### src/axi_bus_pkg.sv
/*
 * system bus definitions
 * beat, address, strobe and ID types of the burst bus,
 * the burst length and the manager IDs
 */
package axi_bus_pkg;

	typedef logic [31:0] addr_t;
	typedef logic [31:0] beat_t;
	typedef logic [3:0] strb_t;
	typedef logic [3:0] id_t;

	// beats per cache line
	localparam int BURST_LEN = 4;

	// one ID per manager and direction
	localparam id_t DC_WR_ID = 4'd0;
	localparam id_t DC_RD_ID = 4'd1;
	localparam id_t UART_WR_ID = 4'd2;
	localparam id_t UART_RD_ID = 4'd3;

endpackage

### src/mngr_pkg.sv
/*
 * bus manager definitions
 * cache line and line mask types, manager and arbiter state encodings
 */
package mngr_pkg;

	typedef logic [127:0] line_t;
	typedef logic [15:0] lmask_t;

	typedef enum logic [2:0] {
		WR_IDLE,
		WR_REQ,
		WR_AW,
		WR_DATA,
		WR_RESP
	} wr_state_e;

	typedef enum logic [1:0] {
		RD_IDLE,
		RD_REQ,
		RD_AR,
		RD_DATA
	} rd_state_e;

	typedef enum logic [1:0] {
		OWN_NONE,
		OWN_DC,
		OWN_UART
	} owner_e;

endpackage

### src/axi_bus_top.sv
/*
 * system bus top
 * write and read managers for the dcache and the uart loader,
 * one arbiter per direction and the mux onto the subordinate port
 */
`timescale 1ns/1ps

module axi_bus_top (
	input  logic clk,
	input  logic rst_n,
	// dcache requester
	input  logic dc_wstart_rq,
	input  axi_bus_pkg::addr_t dc_win_addr,
	input  mngr_pkg::line_t dc_in_wdata,
	input  mngr_pkg::lmask_t dc_in_mask,
	output logic dc_finish_wresp,
	input  logic dc_rstart_rq,
	input  axi_bus_pkg::addr_t dc_rin_addr,
	output mngr_pkg::line_t dc_rdat_m_data,
	output logic dc_rdat_m_valid,
	output logic dc_finish_mrd,
	// uart loader requester
	input  logic uart_wstart_rq,
	input  axi_bus_pkg::addr_t uart_win_addr,
	input  mngr_pkg::line_t uart_in_wdata,
	input  mngr_pkg::lmask_t uart_in_mask,
	output logic uart_finish_wresp,
	input  logic uart_rstart_rq,
	input  axi_bus_pkg::addr_t uart_rin_addr,
	output mngr_pkg::line_t uart_rdat_m_data,
	output logic uart_rdat_m_valid,
	output logic uart_finish_mrd,
	// subordinate port
	output logic awvalid,
	input  logic awready,
	output axi_bus_pkg::id_t awid,
	output axi_bus_pkg::addr_t awaddr,
	output logic wvalid,
	input  logic wready,
	output axi_bus_pkg::beat_t wdata,
	output axi_bus_pkg::strb_t wstrb,
	output logic wlast,
	input  logic bvalid,
	output logic bready,
	input  axi_bus_pkg::id_t bid,
	output logic arvalid,
	input  logic arready,
	output axi_bus_pkg::id_t arid,
	output axi_bus_pkg::addr_t araddr,
	input  logic rvalid,
	output logic rready,
	input  axi_bus_pkg::id_t rid,
	input  axi_bus_pkg::beat_t rdata,
	input  logic rlast
);

	logic [1:0] sel_wt;
	logic [1:0] sel_rd;
	logic dc_req_wt, dc_gnt_wt, dc_awvalid, dc_wvalid, dc_wlast, dc_bready;
	logic dc_req_rd, dc_gnt_rd, dc_arvalid, dc_rready;
	logic uart_req_wt, uart_gnt_wt, uart_awvalid, uart_wvalid, uart_wlast, uart_bready;
	logic uart_req_rd, uart_gnt_rd, uart_arvalid, uart_rready;
	axi_bus_pkg::id_t dc_awid, dc_arid, uart_awid, uart_arid;
	axi_bus_pkg::addr_t dc_awaddr, dc_araddr, uart_awaddr, uart_araddr;
	axi_bus_pkg::beat_t dc_wdata, uart_wdata;
	axi_bus_pkg::strb_t dc_wstrb, uart_wstrb;

	write_channels_mngr #(.REQC_M_ID(axi_bus_pkg::DC_WR_ID)) dc_write_channels_mngr (
		.clk(clk), .rst_n(rst_n), .gnt_rq(dc_gnt_wt), .req_rq(dc_req_wt),
		.awvalid(dc_awvalid), .awready(awready), .awid(dc_awid), .awaddr(dc_awaddr),
		.wvalid(dc_wvalid), .wready(wready), .wdata(dc_wdata), .wstrb(dc_wstrb),
		.wlast(dc_wlast), .bvalid(bvalid), .bready(dc_bready), .bid(bid),
		.wstart_rq(dc_wstart_rq), .win_addr(dc_win_addr), .in_wdata(dc_in_wdata),
		.in_mask(dc_in_mask), .finish_wresp(dc_finish_wresp)
	);

	read_channels_mngr #(.REQC_M_ID(axi_bus_pkg::DC_RD_ID)) dc_read_channels_mngr (
		.clk(clk), .rst_n(rst_n), .gnt_rq(dc_gnt_rd), .req_rq(dc_req_rd),
		.arvalid(dc_arvalid), .arready(arready), .arid(dc_arid), .araddr(dc_araddr),
		.rvalid(rvalid), .rready(dc_rready), .rid(rid), .rdata(rdata), .rlast(rlast),
		.rstart_rq(dc_rstart_rq), .rin_addr(dc_rin_addr), .rdat_m_data(dc_rdat_m_data),
		.rdat_m_valid(dc_rdat_m_valid), .finish_mrd(dc_finish_mrd)
	);

	write_channels_mngr #(.REQC_M_ID(axi_bus_pkg::UART_WR_ID)) uart_write_channels_mngr (
		.clk(clk), .rst_n(rst_n), .gnt_rq(uart_gnt_wt), .req_rq(uart_req_wt),
		.awvalid(uart_awvalid), .awready(awready), .awid(uart_awid), .awaddr(uart_awaddr),
		.wvalid(uart_wvalid), .wready(wready), .wdata(uart_wdata), .wstrb(uart_wstrb),
		.wlast(uart_wlast), .bvalid(bvalid), .bready(uart_bready), .bid(bid),
		.wstart_rq(uart_wstart_rq), .win_addr(uart_win_addr), .in_wdata(uart_in_wdata),
		.in_mask(uart_in_mask), .finish_wresp(uart_finish_wresp)
	);

	read_channels_mngr #(.REQC_M_ID(axi_bus_pkg::UART_RD_ID)) uart_read_channels_mngr (
		.clk(clk), .rst_n(rst_n), .gnt_rq(uart_gnt_rd), .req_rq(uart_req_rd),
		.arvalid(uart_arvalid), .arready(arready), .arid(uart_arid), .araddr(uart_araddr),
		.rvalid(rvalid), .rready(uart_rready), .rid(rid), .rdata(rdata), .rlast(rlast),
		.rstart_rq(uart_rstart_rq), .rin_addr(uart_rin_addr),
		.rdat_m_data(uart_rdat_m_data), .rdat_m_valid(uart_rdat_m_valid),
		.finish_mrd(uart_finish_mrd)
	);

	// grants released by the manager's own finish pulse
	bus_arbiter write_arb (
		.clk(clk), .rst_n(rst_n), .req0(dc_req_wt), .req1(uart_req_wt),
		.finish0(dc_finish_wresp), .finish1(uart_finish_wresp),
		.gnt0(dc_gnt_wt), .gnt1(uart_gnt_wt), .sel(sel_wt)
	);

	bus_arbiter read_arb (
		.clk(clk), .rst_n(rst_n), .req0(dc_req_rd), .req1(uart_req_rd),
		.finish0(dc_finish_mrd), .finish1(uart_finish_mrd),
		.gnt0(dc_gnt_rd), .gnt1(uart_gnt_rd), .sel(sel_rd)
	);

	// selected manager onto the port and zeros while nobody owns it
	assign awvalid = sel_wt[0] ? dc_awvalid : sel_wt[1] ? uart_awvalid : 1'b0;
	assign awid = sel_wt[0] ? dc_awid : sel_wt[1] ? uart_awid : '0;
	assign awaddr = sel_wt[0] ? dc_awaddr : sel_wt[1] ? uart_awaddr : '0;
	assign wvalid = sel_wt[0] ? dc_wvalid : sel_wt[1] ? uart_wvalid : 1'b0;
	assign wdata = sel_wt[0] ? dc_wdata : sel_wt[1] ? uart_wdata : '0;
	assign wstrb = sel_wt[0] ? dc_wstrb : sel_wt[1] ? uart_wstrb : '0;
	assign wlast = sel_wt[0] ? dc_wlast : sel_wt[1] ? uart_wlast : 1'b0;
	assign bready = sel_wt[0] ? dc_bready : sel_wt[1] ? uart_bready : 1'b0;
	assign arvalid = sel_rd[0] ? dc_arvalid : sel_rd[1] ? uart_arvalid : 1'b0;
	assign arid = sel_rd[0] ? dc_arid : sel_rd[1] ? uart_arid : '0;
	assign araddr = sel_rd[0] ? dc_araddr : sel_rd[1] ? uart_araddr : '0;
	assign rready = sel_rd[0] ? dc_rready : sel_rd[1] ? uart_rready : 1'b0;

endmodule

### src/bus_arbiter.sv
/*
 * two-requester bus arbiter
 * fixed priority with requester 0 first, grant held until
 * the owner's finish pulse
 */
`timescale 1ns/1ps

module bus_arbiter (
	input  logic clk,
	input  logic rst_n,
	input  logic req0,
	input  logic req1,
	input  logic finish0,
	input  logic finish1,
	output logic gnt0,
	output logic gnt1,
	output logic [1:0] sel
);

	mngr_pkg::owner_e owner;

	always_ff @(posedge clk or negedge rst_n) begin
		if (!rst_n) begin
			owner <= mngr_pkg::OWN_NONE;
		end else begin
			case (owner)
				mngr_pkg::OWN_NONE: begin
					if (req0)
						owner <= mngr_pkg::OWN_DC;
					else if (req1)
						owner <= mngr_pkg::OWN_UART;
				end
				mngr_pkg::OWN_DC: begin
					if (finish0)
						owner <= mngr_pkg::OWN_NONE;
				end
				mngr_pkg::OWN_UART: begin
					if (finish1)
						owner <= mngr_pkg::OWN_NONE;
				end
				default: owner <= mngr_pkg::OWN_NONE;
			endcase
		end
	end

	assign gnt0 = (owner == mngr_pkg::OWN_DC);
	assign gnt1 = (owner == mngr_pkg::OWN_UART);
	// bit 0 selects dcache, bit 1 the uart loader
	assign sel = {gnt1, gnt0};

endmodule

### src/read_channels_mngr.sv
/*
 * read channel manager
 * turns one cache-line read into an AR request, gathers the four
 * R beats with its own ID and hands the line back with a finish pulse
 */
`timescale 1ns/1ps

module read_channels_mngr #(
	parameter axi_bus_pkg::id_t REQC_M_ID = 4'd1
) (
	input  logic clk,
	input  logic rst_n,
	input  logic gnt_rq,
	input  logic arready,
	input  logic rvalid,
	input  axi_bus_pkg::id_t rid,
	input  axi_bus_pkg::beat_t rdata,
	input  logic rlast,
	input  logic rstart_rq,
	input  axi_bus_pkg::addr_t rin_addr,
	output logic req_rq,
	output logic arvalid,
	output axi_bus_pkg::id_t arid,
	output axi_bus_pkg::addr_t araddr,
	output logic rready,
	output mngr_pkg::line_t rdat_m_data,
	output logic rdat_m_valid,
	output logic finish_mrd
);

	mngr_pkg::rd_state_e state;
	logic [$clog2(axi_bus_pkg::BURST_LEN)-1:0] beat_cnt;
	logic beat_ok;
	logic done_q;
	mngr_pkg::line_t line_q;
	axi_bus_pkg::addr_t addr_q;

	// beat accepted and addressed to this manager
	assign beat_ok = rvalid && rready && (rid == REQC_M_ID);

	always_ff @(posedge clk or negedge rst_n) begin
		if (!rst_n) begin
			state <= mngr_pkg::RD_IDLE;
			beat_cnt <= '0;
			done_q <= 1'b0;
		end else begin
			done_q <= 1'b0;
			case (state)
				mngr_pkg::RD_IDLE: begin
					if (rstart_rq)
						state <= mngr_pkg::RD_REQ;
				end
				mngr_pkg::RD_REQ: begin
					if (gnt_rq)
						state <= mngr_pkg::RD_AR;
				end
				mngr_pkg::RD_AR: begin
					if (arready)
						state <= mngr_pkg::RD_DATA;
				end
				mngr_pkg::RD_DATA: begin
					if (beat_ok) begin
						beat_cnt <= beat_cnt + 1'b1;
						if (rlast) begin
							state <= mngr_pkg::RD_IDLE;
							done_q <= 1'b1;
						end
					end
				end
				default: state <= mngr_pkg::RD_IDLE;
			endcase
		end
	end

	always_ff @(posedge clk) begin
		if (state == mngr_pkg::RD_IDLE && rstart_rq)
			addr_q <= {rin_addr[31:4], 4'd0};
		if (beat_ok)
			line_q[32*beat_cnt +: 32] <= rdata;
	end

	assign req_rq = (state == mngr_pkg::RD_REQ);
	assign arvalid = (state == mngr_pkg::RD_AR);
	assign arid = REQC_M_ID;
	assign araddr = addr_q;
	assign rready = (state == mngr_pkg::RD_DATA);

	// line is complete in the cycle after the last beat
	assign rdat_m_data = line_q;
	assign rdat_m_valid = done_q;
	assign finish_mrd = done_q;

endmodule

### src/write_channels_mngr.sv
/*
 * write channel manager
 * turns one cache-line write into an AW request and a four-beat
 * W burst, then waits for the B response carrying its own ID
 */
`timescale 1ns/1ps

module write_channels_mngr #(
	parameter axi_bus_pkg::id_t REQC_M_ID = 4'd0
) (
	input  logic clk,
	input  logic rst_n,
	input  logic gnt_rq,
	input  logic awready,
	input  logic wready,
	input  logic bvalid,
	input  axi_bus_pkg::id_t bid,
	input  logic wstart_rq,
	input  axi_bus_pkg::addr_t win_addr,
	input  mngr_pkg::line_t in_wdata,
	input  mngr_pkg::lmask_t in_mask,
	output logic req_rq,
	output logic awvalid,
	output axi_bus_pkg::id_t awid,
	output axi_bus_pkg::addr_t awaddr,
	output logic wvalid,
	output axi_bus_pkg::beat_t wdata,
	output axi_bus_pkg::strb_t wstrb,
	output logic wlast,
	output logic bready,
	output logic finish_wresp
);

	mngr_pkg::wr_state_e state;
	logic [$clog2(axi_bus_pkg::BURST_LEN)-1:0] beat_cnt;
	mngr_pkg::line_t line_q;
	mngr_pkg::lmask_t mask_q;
	axi_bus_pkg::addr_t addr_q;

	always_ff @(posedge clk or negedge rst_n) begin
		if (!rst_n) begin
			state <= mngr_pkg::WR_IDLE;
			beat_cnt <= '0;
			finish_wresp <= 1'b0;
		end else begin
			finish_wresp <= 1'b0;
			case (state)
				mngr_pkg::WR_IDLE: begin
					if (wstart_rq)
						state <= mngr_pkg::WR_REQ;
				end
				mngr_pkg::WR_REQ: begin
					if (gnt_rq)
						state <= mngr_pkg::WR_AW;
				end
				mngr_pkg::WR_AW: begin
					if (awready)
						state <= mngr_pkg::WR_DATA;
				end
				mngr_pkg::WR_DATA: begin
					// counter wraps to zero after the last beat
					if (wready) begin
						beat_cnt <= beat_cnt + 1'b1;
						if (wlast)
							state <= mngr_pkg::WR_RESP;
					end
				end
				mngr_pkg::WR_RESP: begin
					if (bvalid && bid == REQC_M_ID) begin
						state <= mngr_pkg::WR_IDLE;
						finish_wresp <= 1'b1;
					end
				end
				default: state <= mngr_pkg::WR_IDLE;
			endcase
		end
	end

	// line, mask and line-aligned address taken at the start pulse
	always_ff @(posedge clk) begin
		if (state == mngr_pkg::WR_IDLE && wstart_rq) begin
			line_q <= in_wdata;
			mask_q <= in_mask;
			addr_q <= {win_addr[31:4], 4'd0};
		end
	end

	assign req_rq = (state == mngr_pkg::WR_REQ);
	assign awvalid = (state == mngr_pkg::WR_AW);
	assign awid = REQC_M_ID;
	assign awaddr = addr_q;

	// beat k is line word k with mask nibble k
	assign wvalid = (state == mngr_pkg::WR_DATA);
	assign wdata = line_q[32*beat_cnt +: 32];
	assign wstrb = mask_q[4*beat_cnt +: 4];
	assign wlast = wvalid && (beat_cnt == axi_bus_pkg::BURST_LEN - 1);

	assign bready = (state == mngr_pkg::WR_RESP);

endmodule
### config.mk
export PLATFORM = sky130hd
export DESIGN_NAME = axi_bus_top
export DESIGN_NICKNAME = d
export VERILOG_FILES = /design/src/axi_bus_pkg.sv /design/src/mngr_pkg.sv /design/src/axi_bus_top.sv /design/src/bus_arbiter.sv /design/src/read_channels_mngr.sv /design/src/write_channels_mngr.sv
export SDC_FILE = /design/constraint.sdc
export NUM_CORES = 1
export LEC_CHECK = 0
export BUFFER_PORTS_ARGS = -buffer_cell sky130_fd_sc_hd__buf_2
export CORE_AREA = 2 2 327 329
export DETAILED_ROUTE_END_ITERATION = 8
export DIE_AREA = 0 0 329 331
export GPL_TIMING_DRIVEN = 0
export SLEW_MARGIN = 15
export SYNTH_ARGS = -nofsm -noshare
export SYNTH_HDL_FRONTEND = slang
export SYNTH_HIERARCHICAL = 1
export SYNTH_SLANG_ARGS = --single-unit
### constraint.sdc
create_clock -name clk -period 49.3 [get_ports clk]
set_input_delay 2.465 -clock clk [delete_from_list [all_inputs] [get_ports clk]]
set_output_delay 2.465 -clock clk [all_outputs]
set_load 0.03 [all_outputs]
==> results of run 1 <==
==> per-stage QoR <==
stage,setup WS (ps),power (uW)
after CTS,43690,1932
after floorplan,28430,1180
after detailed placement,42990,1379
after global routing,43430,1990
after global placement,18020,1412
final,43720,1902
==> sequential cells by signal, indices dropped and copies added (netlist names), 3 cells and up <==
name                                 cells
dc_write_channels_mngr/state             3
dc_read_channels_mngr/rdat_m_data      128
uart_write_channels_mngr/state           3
uart_read_channels_mngr/rdat_m_data    128
uart_write_channels_mngr/line_q        128
uart_write_channels_mngr/mask_q         16
dc_write_channels_mngr/mask_q           16
uart_write_channels_mngr/awaddr         28
dc_read_channels_mngr/araddr            28
dc_write_channels_mngr/line_q          128
dc_write_channels_mngr/awaddr           28
uart_read_channels_mngr/araddr          28
==> power groups by stage <==
stage | Clock [uW] | Sequential [uW] | Combinational [uW]
floorplan | 0 | 781 | 398
CTS | 562 | 748 | 622
global placement | 0 | 808 | 605
finish | 548 | 746 | 607
global route | 584 | 751 | 655
detailed placement | 0 | 759 | 620
==> metal layers <==
| layer | wire (microns) | up-vias | global-route usage (%) | share of wire, % |
|---|---|---|---|---|
| li1 | - | 7257 | - | - |
| met1 | 31440 | 7718 | 16.83 | 37 |
| met2 | 43740 | 707 | 26.88 | 51 |
| met3 | 7622 | 149 | 5.214 | 8.9 |
| met4 | 2713 | 22 | 5.380 | 3.2 |
| met5 | 126 | - | 0 | 0.15 |
==> layout by cell type (no fill, tap or decap), types with 20 or more instances in the layout <==
cell type  count
and2_1       258
edfxtp_1     656
dfrtp_1       26
buf_2        855
mux4_2        58
conb_1        32
ha_1          20
clkbuf_1      41
buf_4         72
a22o_1       111
clkbuf_16     78
==> critical path, cell delays in order <==
cell	delay [ps]
buf_2	90
nor4b_2	300
buf_4	250
buf_2	240
buf_2	260
buf_4	210
buf_4	170
buf_2	210
buf_4	190
buf_2	200
buf_2	190
buf_2	240
buf_4	210
buf_4	170
buf_4	160
buf_4	170
buf_4	150
==> worst min path at each step <==
stage                        from            endpoint  cells after the start  slack [ps]
6_report        read_arb/owner[0]   read_arb/owner[1]                      1         490
5_1_grt         read_arb/owner[1]   read_arb/owner[0]                      1         510
4_1_cts        write_arb/owner[1]  write_arb/owner[0]                      1         490
3_5_place_dp    read_arb/owner[0]   read_arb/owner[1]                      1         470
3_3_place_gp    read_arb/owner[1]   read_arb/owner[0]                      1         460
2_1_floorplan   read_arb/owner[1]   read_arb/owner[0]                      1         430
==> layout make-up <==
type | count | area share, %
sequential | 682 | 57.31
inverter | 16 | 0.1691
antenna | 8 | 0.05638
tap | 1391 | 4.902
buffer | 107 | 2.290
multi-input combinational | 598 | 15.56
clock buffer | 93 | 5.656
clock inverter | 44 | 1.089
timing repair buffer | 880 | 12.97
==> cell families after synthesis <==
logic type / count (synthesis)
other: 7
muxes: 78
xor gates and xnor gates: 4
buffers and inverters: 123
AOI/OAI and AO/OA: 136
adders and majority gates: 20
and+or+nand+nor: 328
DFF: 682
==> flow_summary.toml, run 1 <==
[outcome]
status = "finished, final reports clean"

[power]
p_clk_share_pct = 28.8
p_int_uw = 1274
p_sw_uw = 628.1
swShare_pct = 33.03
p_leak_uw = 0.01429
power_frac_comb_pct = 31.9
power_frac_seq_pct = 39.3
peakVddDrop_mv = 0.03895
pwr_density_cell_mw_per_mm2 = 53.55

[sta]
whs_ps = 488.5
relSlewSlack_pct = 31.60
skew_ps = 27.75
hold_violations = 0
finalSetupViolCount = 0
fmax_ghz = 0.1792
fin_tns_setup_ps = 0
tightestPinTransition_ps = 1026
drv_slew = 0
rsz0062_at_grt = "false"
min_period_ps = 5582
fin_crit_sh_pct = 11.32

[place]
io_buffers = 814
dp_hpwl_microns = 67380
gp_congestion = 0.7774
placed_cell_area_sq_mm = 0.03309
dp.cells = 3674

[cells_and_area]
register_area_sq_mm = 0.02035
design_area_sq_mm = 0.03551
syn_to_final_growth_pct = 33.43
multi_input_area_sq_mm = 0.005525
fin_cells = 3819
finish.utilization_pct = 33.83
fillers = 10190
layout.nets = 2849
drive_gt1_share_pct = 48.26

[drt]
drt_first_iter_violations = 928
routed_wl_microns = 85640
drcViolationCount = 0
dr.pass1.iters = 5
wl_per_cell_microns = 22.43
via_per_inst = 4.151
vias = 15850
ant_nets = 0

[synth]
synth_top_family_by_area = "simple AND/OR/NAND/NOR gates"
synth-main-ff-cell = "edfxtp_1"
ys_warn_count = 6
synth-simple-area-share_pct = 8.195
ys_top_cells_by_count = "656 x edfxtp_1, 268 x and2_1, 111 x a22o_1, 58 x mux4_2, 43 x buf_4"
synth_compound_area_share_pct = 4.293
synth_fa_ha_area_share_pct = 0.9403
synth_area_sq_mm = 0.02661
synth_most_common_cell = "edfxtp_1"
synthMuxAreaShare_pct = 6.592
yosysTopAreaCell = "edfxtp_1"
postSynthAreaPerCell_sq_um = 19.31
synth_xor_xnor_area_share_pct = 0.1316
yosys-top-cells-area = "edfxtp_1 74%, and2_1 6.3%, mux4_2 4.9%"
yosysSeqAreaShare_pct = 76.47
synth_top_area_share_pct = 74.02
syn_inst = 1378
async_flop_share_pct = 3.812
synth.distinct_cells = 48
ys_ff_latch = 682
synth_edf_count = 656

[critical_path]
r2r_setup_slack_ps = 45070
r2r_cells = 17
crit_path_start = "uart_wstart_rq"
worstSetupPathType = "in -> reg"
critPathMaxFanout = 9
worstPathArrival_ps = 5910
start_kind = "primary input"
timing.rr.end = "uart_write_channels_mngr/awaddr[15]"
critical_path.endpoint_type = "flop"
crit_required_ps = 49630
reg2reg_from = "uart_write_channels_mngr/state[1]"
setup.worst_path.end = "uart_write_channels_mngr/awaddr[15]"

[clock_tree]
cts_max_path_buffers = 3
insertion_delay_ps = 620
post_cts_buffers = 0
htree_num_levels = 3
cts_buffers = 76
cts-resized-gates = 0
cts_root_buffer = "clkbuf_16"
cts_hold_buffers = 0
cts.sinks = 682
cts_tree = "yes"
clk_pin_slew_ps = 60

[die]
die-area_sq_mm = 0.1089
fp.coreArea_sq_mm = 0.1050
die_height_microns = 331
die_w_microns = 329
io_pins = 844
rows = 119
initial_utilization_pct = 25.35

[job]
max-cap-violations = 0

[global_routing]
grt.total_usage_pct = 15.16
grt_pass1_vias = 16190
grt_start_max_net_pins = 29
grt_pass1_wl_microns = 116200
antenna_found_initial = 27
overflow = 0

[hold_path]
min_path_type = "reg -> reg"
Power figures use the tool's default switching activity.
==> run 2, diff against run 1 <==
--- a/config.mk
+++ b/config.mk
@@ -6,9 +6,9 @@
 export NUM_CORES = 1
 export LEC_CHECK = 0
 export BUFFER_PORTS_ARGS = -buffer_cell sky130_fd_sc_hd__buf_2
-export CORE_AREA = 2 2 327 329
+export CORE_AREA = 2 2 329 331
 export DETAILED_ROUTE_END_ITERATION = 8
-export DIE_AREA = 0 0 329 331
+export DIE_AREA = 0 0 331 333
 export GPL_TIMING_DRIVEN = 0
 export SLEW_MARGIN = 15
 export SYNTH_ARGS = -nofsm -noshare
==> constraint.sdc (replaced) <==
create_clock -name clk -period 5.6 [get_ports clk]
set_input_delay 0.28 -clock clk [delete_from_list [all_inputs] [get_ports clk]]
set_output_delay 0.28 -clock clk [all_outputs]
set_load 0.03 [all_outputs]
==> flow_summary.toml, run 2 (synthesis gave the netlist of run 1 again) <==
[die]
initial_utilization_pct = 24.96
die-area_sq_mm = 0.1102
rows = 120
die_w_microns = 331
fp.coreArea_sq_mm = 0.1066
die_height_microns = 333
io_pins = 844

[cells_and_area]
layout.nets = 3244
drive_gt1_share_pct = 40.81
final_cell_mix = "826 x buf_2, 656 x edfxtp_1, 418 x dlygate4sd3_1"
finish.utilization_pct = 37.49
syn_to_final_growth_pct = 50.20
layout_commonest_cell = "buf_2"

[sta]
min_period_ps = 3159
tightestPinTransition_ps = 890.1
finalSetupViolCount = 0
fmax_ghz = 0.3166
relSlewSlack_pct = 40.66
fin_crit_sh_pct = 56.41
rsz0062_at_grt = "false"
whs_ps = 67.66
setup_slack_ps = 2441
hold_violations = 0
drv_slew = 0
skew_ps = 18.64

[power]
pwr_density_cell_mw_per_mm2 = 438.6
peakVddDrop_mv = 0.3075
p_leak_uw = 0.01606
total_power_uw = 17530

[hold_path]
min_path_type = "in -> reg"
hold_depth = 2

[critical_path]
critPathMaxFanout = 14
start_kind = "flop"
worstSetupPathType = "reg -> reg"
crit_required_ps = 5930
worstPathArrival_ps = 3490
r2r_cells = 11
critical_path.endpoint_type = "flop"

[place]
io_buffers = 814
gp_congestion = 0.8209
dp_slack_ps = 2518
dp_hpwl_microns = 66870

[drt]
wl_per_cell_microns = 21.88
routed_wl_microns = 92410
drcViolationCount = 0
ant_nets = 0
via_per_inst = 4.256
dr.pass1.iters = 5
drt_first_iter_violations = 1023
vias = 17980

[outcome]
status = "finished, final reports clean"

[global_routing]
grt_start_max_net_pins = 29
overflow = 0
grt.total_usage_pct = 16.35
antenna_found_initial = 11
grt_pass1_vias = 19310
grt_pass1_wl_microns = 130500

[clock_tree]
clk_pin_slew_ps = 60
cts_tree = "yes"
cts_max_path_buffers = 3
cts_root_buffer = "clkbuf_16"
htree_num_levels = 3
insertion_delay_ps = 630
cts.sinks = 682
cts_buffers = 77

[job]
max-cap-violations = 0
-- run 2: changes by cell type in the layout (fill, tap and decap cells not counted), sizes merged, moves of 2 or more --
cell | previous run | this run
bufinv | 5 | 13
clkinv | 28 | 25
dlygate4sd3 | 0 | 418
clkinvlp | 7 | 2
clkbuf | 124 | 122
buf | 956 | 932
-- run 2: worst paths after layout --
path / startpoint / to / slack, ps
min in group asynchronous: rst_n / dc_read_channels_mngr/state[1] / 300
min: rdata[9] / uart_read_channels_mngr/rdat_m_data[105] / 70
min reg2reg: read_arb/owner[1] / read_arb/owner[0] / 480
max: dc_write_channels_mngr/state[0] / dc_write_channels_mngr/awaddr[12] / 2440
max in group asynchronous: rst_n / write_arb/owner[0] / 4740
max reg2reg: dc_write_channels_mngr/state[0] / dc_write_channels_mngr/awaddr[12] / 2440
-- run 2: layout make-up --
class	instances	area, sq um
antenna	7	17.52
buffer	107	820.8
clock buffer	91	1979
clock inverter	45	616.8
fill	9878	66630
inverter	16	60.06
multi-input combinational	598	5543
sequential	682	20350
tap	1403	1755
timing repair buffer	1274	8827
-- run 2: stage by stage --
| step | TNS [ps] | cell area, sq um | cells |
|---|---|---|---|
| final | 0 | 39970 | 4223 |
| after CTS | 0 | 39950 | 4216 |
| after detailed placement | 0 | 33170 | 3662 |
| after floorplan | -280920 | 26740 | 1403 |
| after global routing | 0 | 39970 | 4222 |
| after global placement | -1181880 | 32570 | 3620 |
-- run 2: critical path, cell delays in order (launching register included) --
cell and delay [ps]:
dfrtp_1 370, buf_6 140, nor4b_4 560, buf_6 260, buf_6 180, buf_6 190, buf_6 190, buf_8 170
buf_6 190, buf_6 200, buf_6 200, buf_6 170
-- run 2: timing repair --
item	4_1_cts	5_1_grt
hold endpoints to repair	476	0
hold buffers	418	0
gates resized for setup	0	0
setup buffers	0	0
-- run 2: layer usage --
layer,global-route usage [%],part of all wire (%),up-vias
met2,29.94,52,888
li1,-,-,8054
met5,0,0.026,-
met1,17.58,36,8878
met4,7.073,3.9,4
met3,4.151,7.8,151
-- run 2: power breakdown --
part / internal (uW) / total [uW] / switching (uW)
registers: 6370 / 6580 / 209
clock network: 3150 / 5240 / 2090
logic: 2270 / 5710 / 3440
==> run 3, diff against run 2 <==
--- a/config.mk
+++ b/config.mk
@@ -6,9 +6,9 @@
 export NUM_CORES = 1
 export LEC_CHECK = 0
 export BUFFER_PORTS_ARGS = -buffer_cell sky130_fd_sc_hd__buf_2
-export CORE_AREA = 2 2 329 331
+export CORE_AREA = 2 2 327 329
 export DETAILED_ROUTE_END_ITERATION = 8
-export DIE_AREA = 0 0 331 333
+export DIE_AREA = 0 0 329 331
 export GPL_TIMING_DRIVEN = 0
 export SLEW_MARGIN = 15
 export SYNTH_ARGS = -nofsm -noshare
==> constraint.sdc (replaced) <==
create_clock -name clk -period 2.85 [get_ports clk]
set_input_delay 0.1425 -clock clk [delete_from_list [all_inputs] [get_ports clk]]
set_output_delay 0.1425 -clock clk [all_outputs]
set_load 0.03 [all_outputs]
==> flow_summary.toml, run 3 (synthesis gave the netlist of run 1 again) <==
[outcome]
status = "finished, final reports clean"

[sta]
whs_ps = 87.30
fin_crit_sh_pct = 96.23
fmax_ghz = 0.3646
min_period_ps = 2743
hold_violations = 0
finalSetupViolCount = 0
tightestPinTransition_ps = 1016
fin_tns_setup_ps = 0
setup_slack_ps = 107.3
drv_slew = 0
relSlewSlack_pct = 32.00
rsz0062_at_grt = "false"
skew_ps = 18.58

[global_routing]
grt_pass1_wl_microns = 129600
grt_pass1_vias = 19060
grt.total_usage_pct = 16.62
overflow = 0
grt_start_max_net_pins = 29
antenna_found_initial = 13

[critical_path]
r2r_setup_slack_ps = 110
worstSetupPathType = "reg -> reg"
worstPathArrival_ps = 3070
critical_path.endpoint_type = "flop"
cp_num_buf_inv = 10
path_cells = "buf_6 -> nor4b_4 -> buf_6 -> buf_8 -> buf_6 -> buf_6 -> buf_6 -> buf_6 -> buf_6 -> buf_6 -> buf_6"
crit_slowest_cell = "dfrtp_1"
critPathMaxFanout = 14
cp_slowest_stage_delay_ps = 370
cp_common_cell = "buf_6"
start_kind = "flop"
crit_required_ps = 3180
crit_family = "buffers and inverters"

[drt]
routed_wl_microns = 93820
drcViolationCount = 0
dr.pass1.iters = 5
wl_per_cell_microns = 22.08
ant_nets = 0
drt_first_iter_violations = 1080
via_per_inst = 4.227
vias = 17960

[clock_tree]
cts_root_buffer = "clkbuf_16"
cts_tree = "yes"
cts_max_path_buffers = 3
cts_buffers = 74
clk_pin_slew_ps = 60
cts.sinks = 682
htree_num_levels = 3
insertion_delay_ps = 640

[cells_and_area]
final_cell_mix = "798 x buf_2, 656 x edfxtp_1, 452 x dlygate4sd3_1"
fin_cells = 4248
register_area_sq_mm = 0.02035
layout.nets = 3282
finish.utilization_pct = 38.44
multi_input_area_sq_mm = 0.005572
layout_commonest_cell = "buf_2"
fillers = 9667
syn_to_final_growth_pct = 51.62
drive_gt1_share_pct = 40.37

[power]
peakVddDrop_mv = 0.6153
pwr_density_cell_mw_per_mm2 = 847.3
p_leak_uw = 0.01621

[die]
rows = 119
initial_utilization_pct = 25.35
die_height_microns = 331
die_w_microns = 329
fp.coreArea_sq_mm = 0.1050
die-area_sq_mm = 0.1089
io_pins = 844

[hold_path]
min_path_type = "in -> reg"

[place]
dp.cells = 3651
io_buffers = 814
dp_slack_ps = -687.3
gp_congestion = 0.7991
dp_hpwl_microns = 67020

[job]
max-cap-violations = 0
[run 3: cell types whose count changed in the layout (fill, tap and decap cells not counted), moves of 5 or more]
cell	previous run	this run
dlygate4sd3_1	418	452
buf_2	826	798
buf_4	41	64
bufinv_16	13	4
clkinv_1	10	18
buf_12	13	19
a22o_1	111	106
a22o_4	0	5
[run 3: power breakdown]
group	internal, uW	total (uW)	switching (uW)	leakage (uW)
registers	12500	13000	434	0.00650
clock network	5380	9420	4040	0.00113
logic	4860	11800	6960	0.00858
total	22700	34200	11400	0.0162
[run 3: worst paths after layout]
kind	endpoint	from	cells after the start
max in group asynchronous	dc_write_channels_mngr/state[2]	rst_n	2
min in group asynchronous	dc_read_channels_mngr/finish_mrd	rst_n	2
setup / recovery	uart_write_channels_mngr/awaddr[7]	uart_write_channels_mngr/state[0]	11
hold reg to reg	read_arb/owner[0]	read_arb/owner[1]	1
hold / removal	uart_read_channels_mngr/beat_cnt[0]	rid[1]	4
setup reg to reg	uart_write_channels_mngr/awaddr[7]	uart_write_channels_mngr/state[0]	11
[run 3: area by class of cell]
cell class                      count  share of cell area, %
Buffer                            106                  2.149
Inverter                           16                 0.1488
Sequential cell                   682                  50.44
Timing Repair Buffer             1316                  23.29
Clock buffer                       92                  4.968
Multi-Input combinational cell    598                  13.81
Antenna cell                        8                0.04961
Tap cell                         1391                  4.313
Clock inverter                     39                 0.8403
[run 3: timing repair]
item                                   in CTS  in global routing
pin swaps                                   1                  1
cloned                                      2                  1
hold buffers                              452                  0
endpoints found under the hold margin     698                  0
setup endpoints to repair                 144                 47
gates resized for setup                    45                 18
buffers inserted                            6                  2
[run 3: worst register-to-register path: stages (launching register included)]
cell and delay (ps):
dfrtp_1 370, buf_6 140, nor4b_4 280, buf_6 170, buf_8 170, buf_6 200
buf_6 180, buf_6 200, buf_6 200, buf_6 180, buf_6 190, buf_6 170
[run 3: metrics by stage]
step,instance area (sq um),power [uW]
global placement,32560,24040
CTS,40240,34450
detailed placement,33150,24170
finish,40350,34190
floorplan,26740,20060
global route,40340,35620
[run 3: metal layers]
layer  up-vias  global-route usage (%)  wire length, microns
met3       197                   3.619                  6105
met5         -                       0                    44
met4         6                   7.713                  4139
met1      8744                   19.07                 35600
li1       8127                       -                     -
met2       882                   29.52                 47920
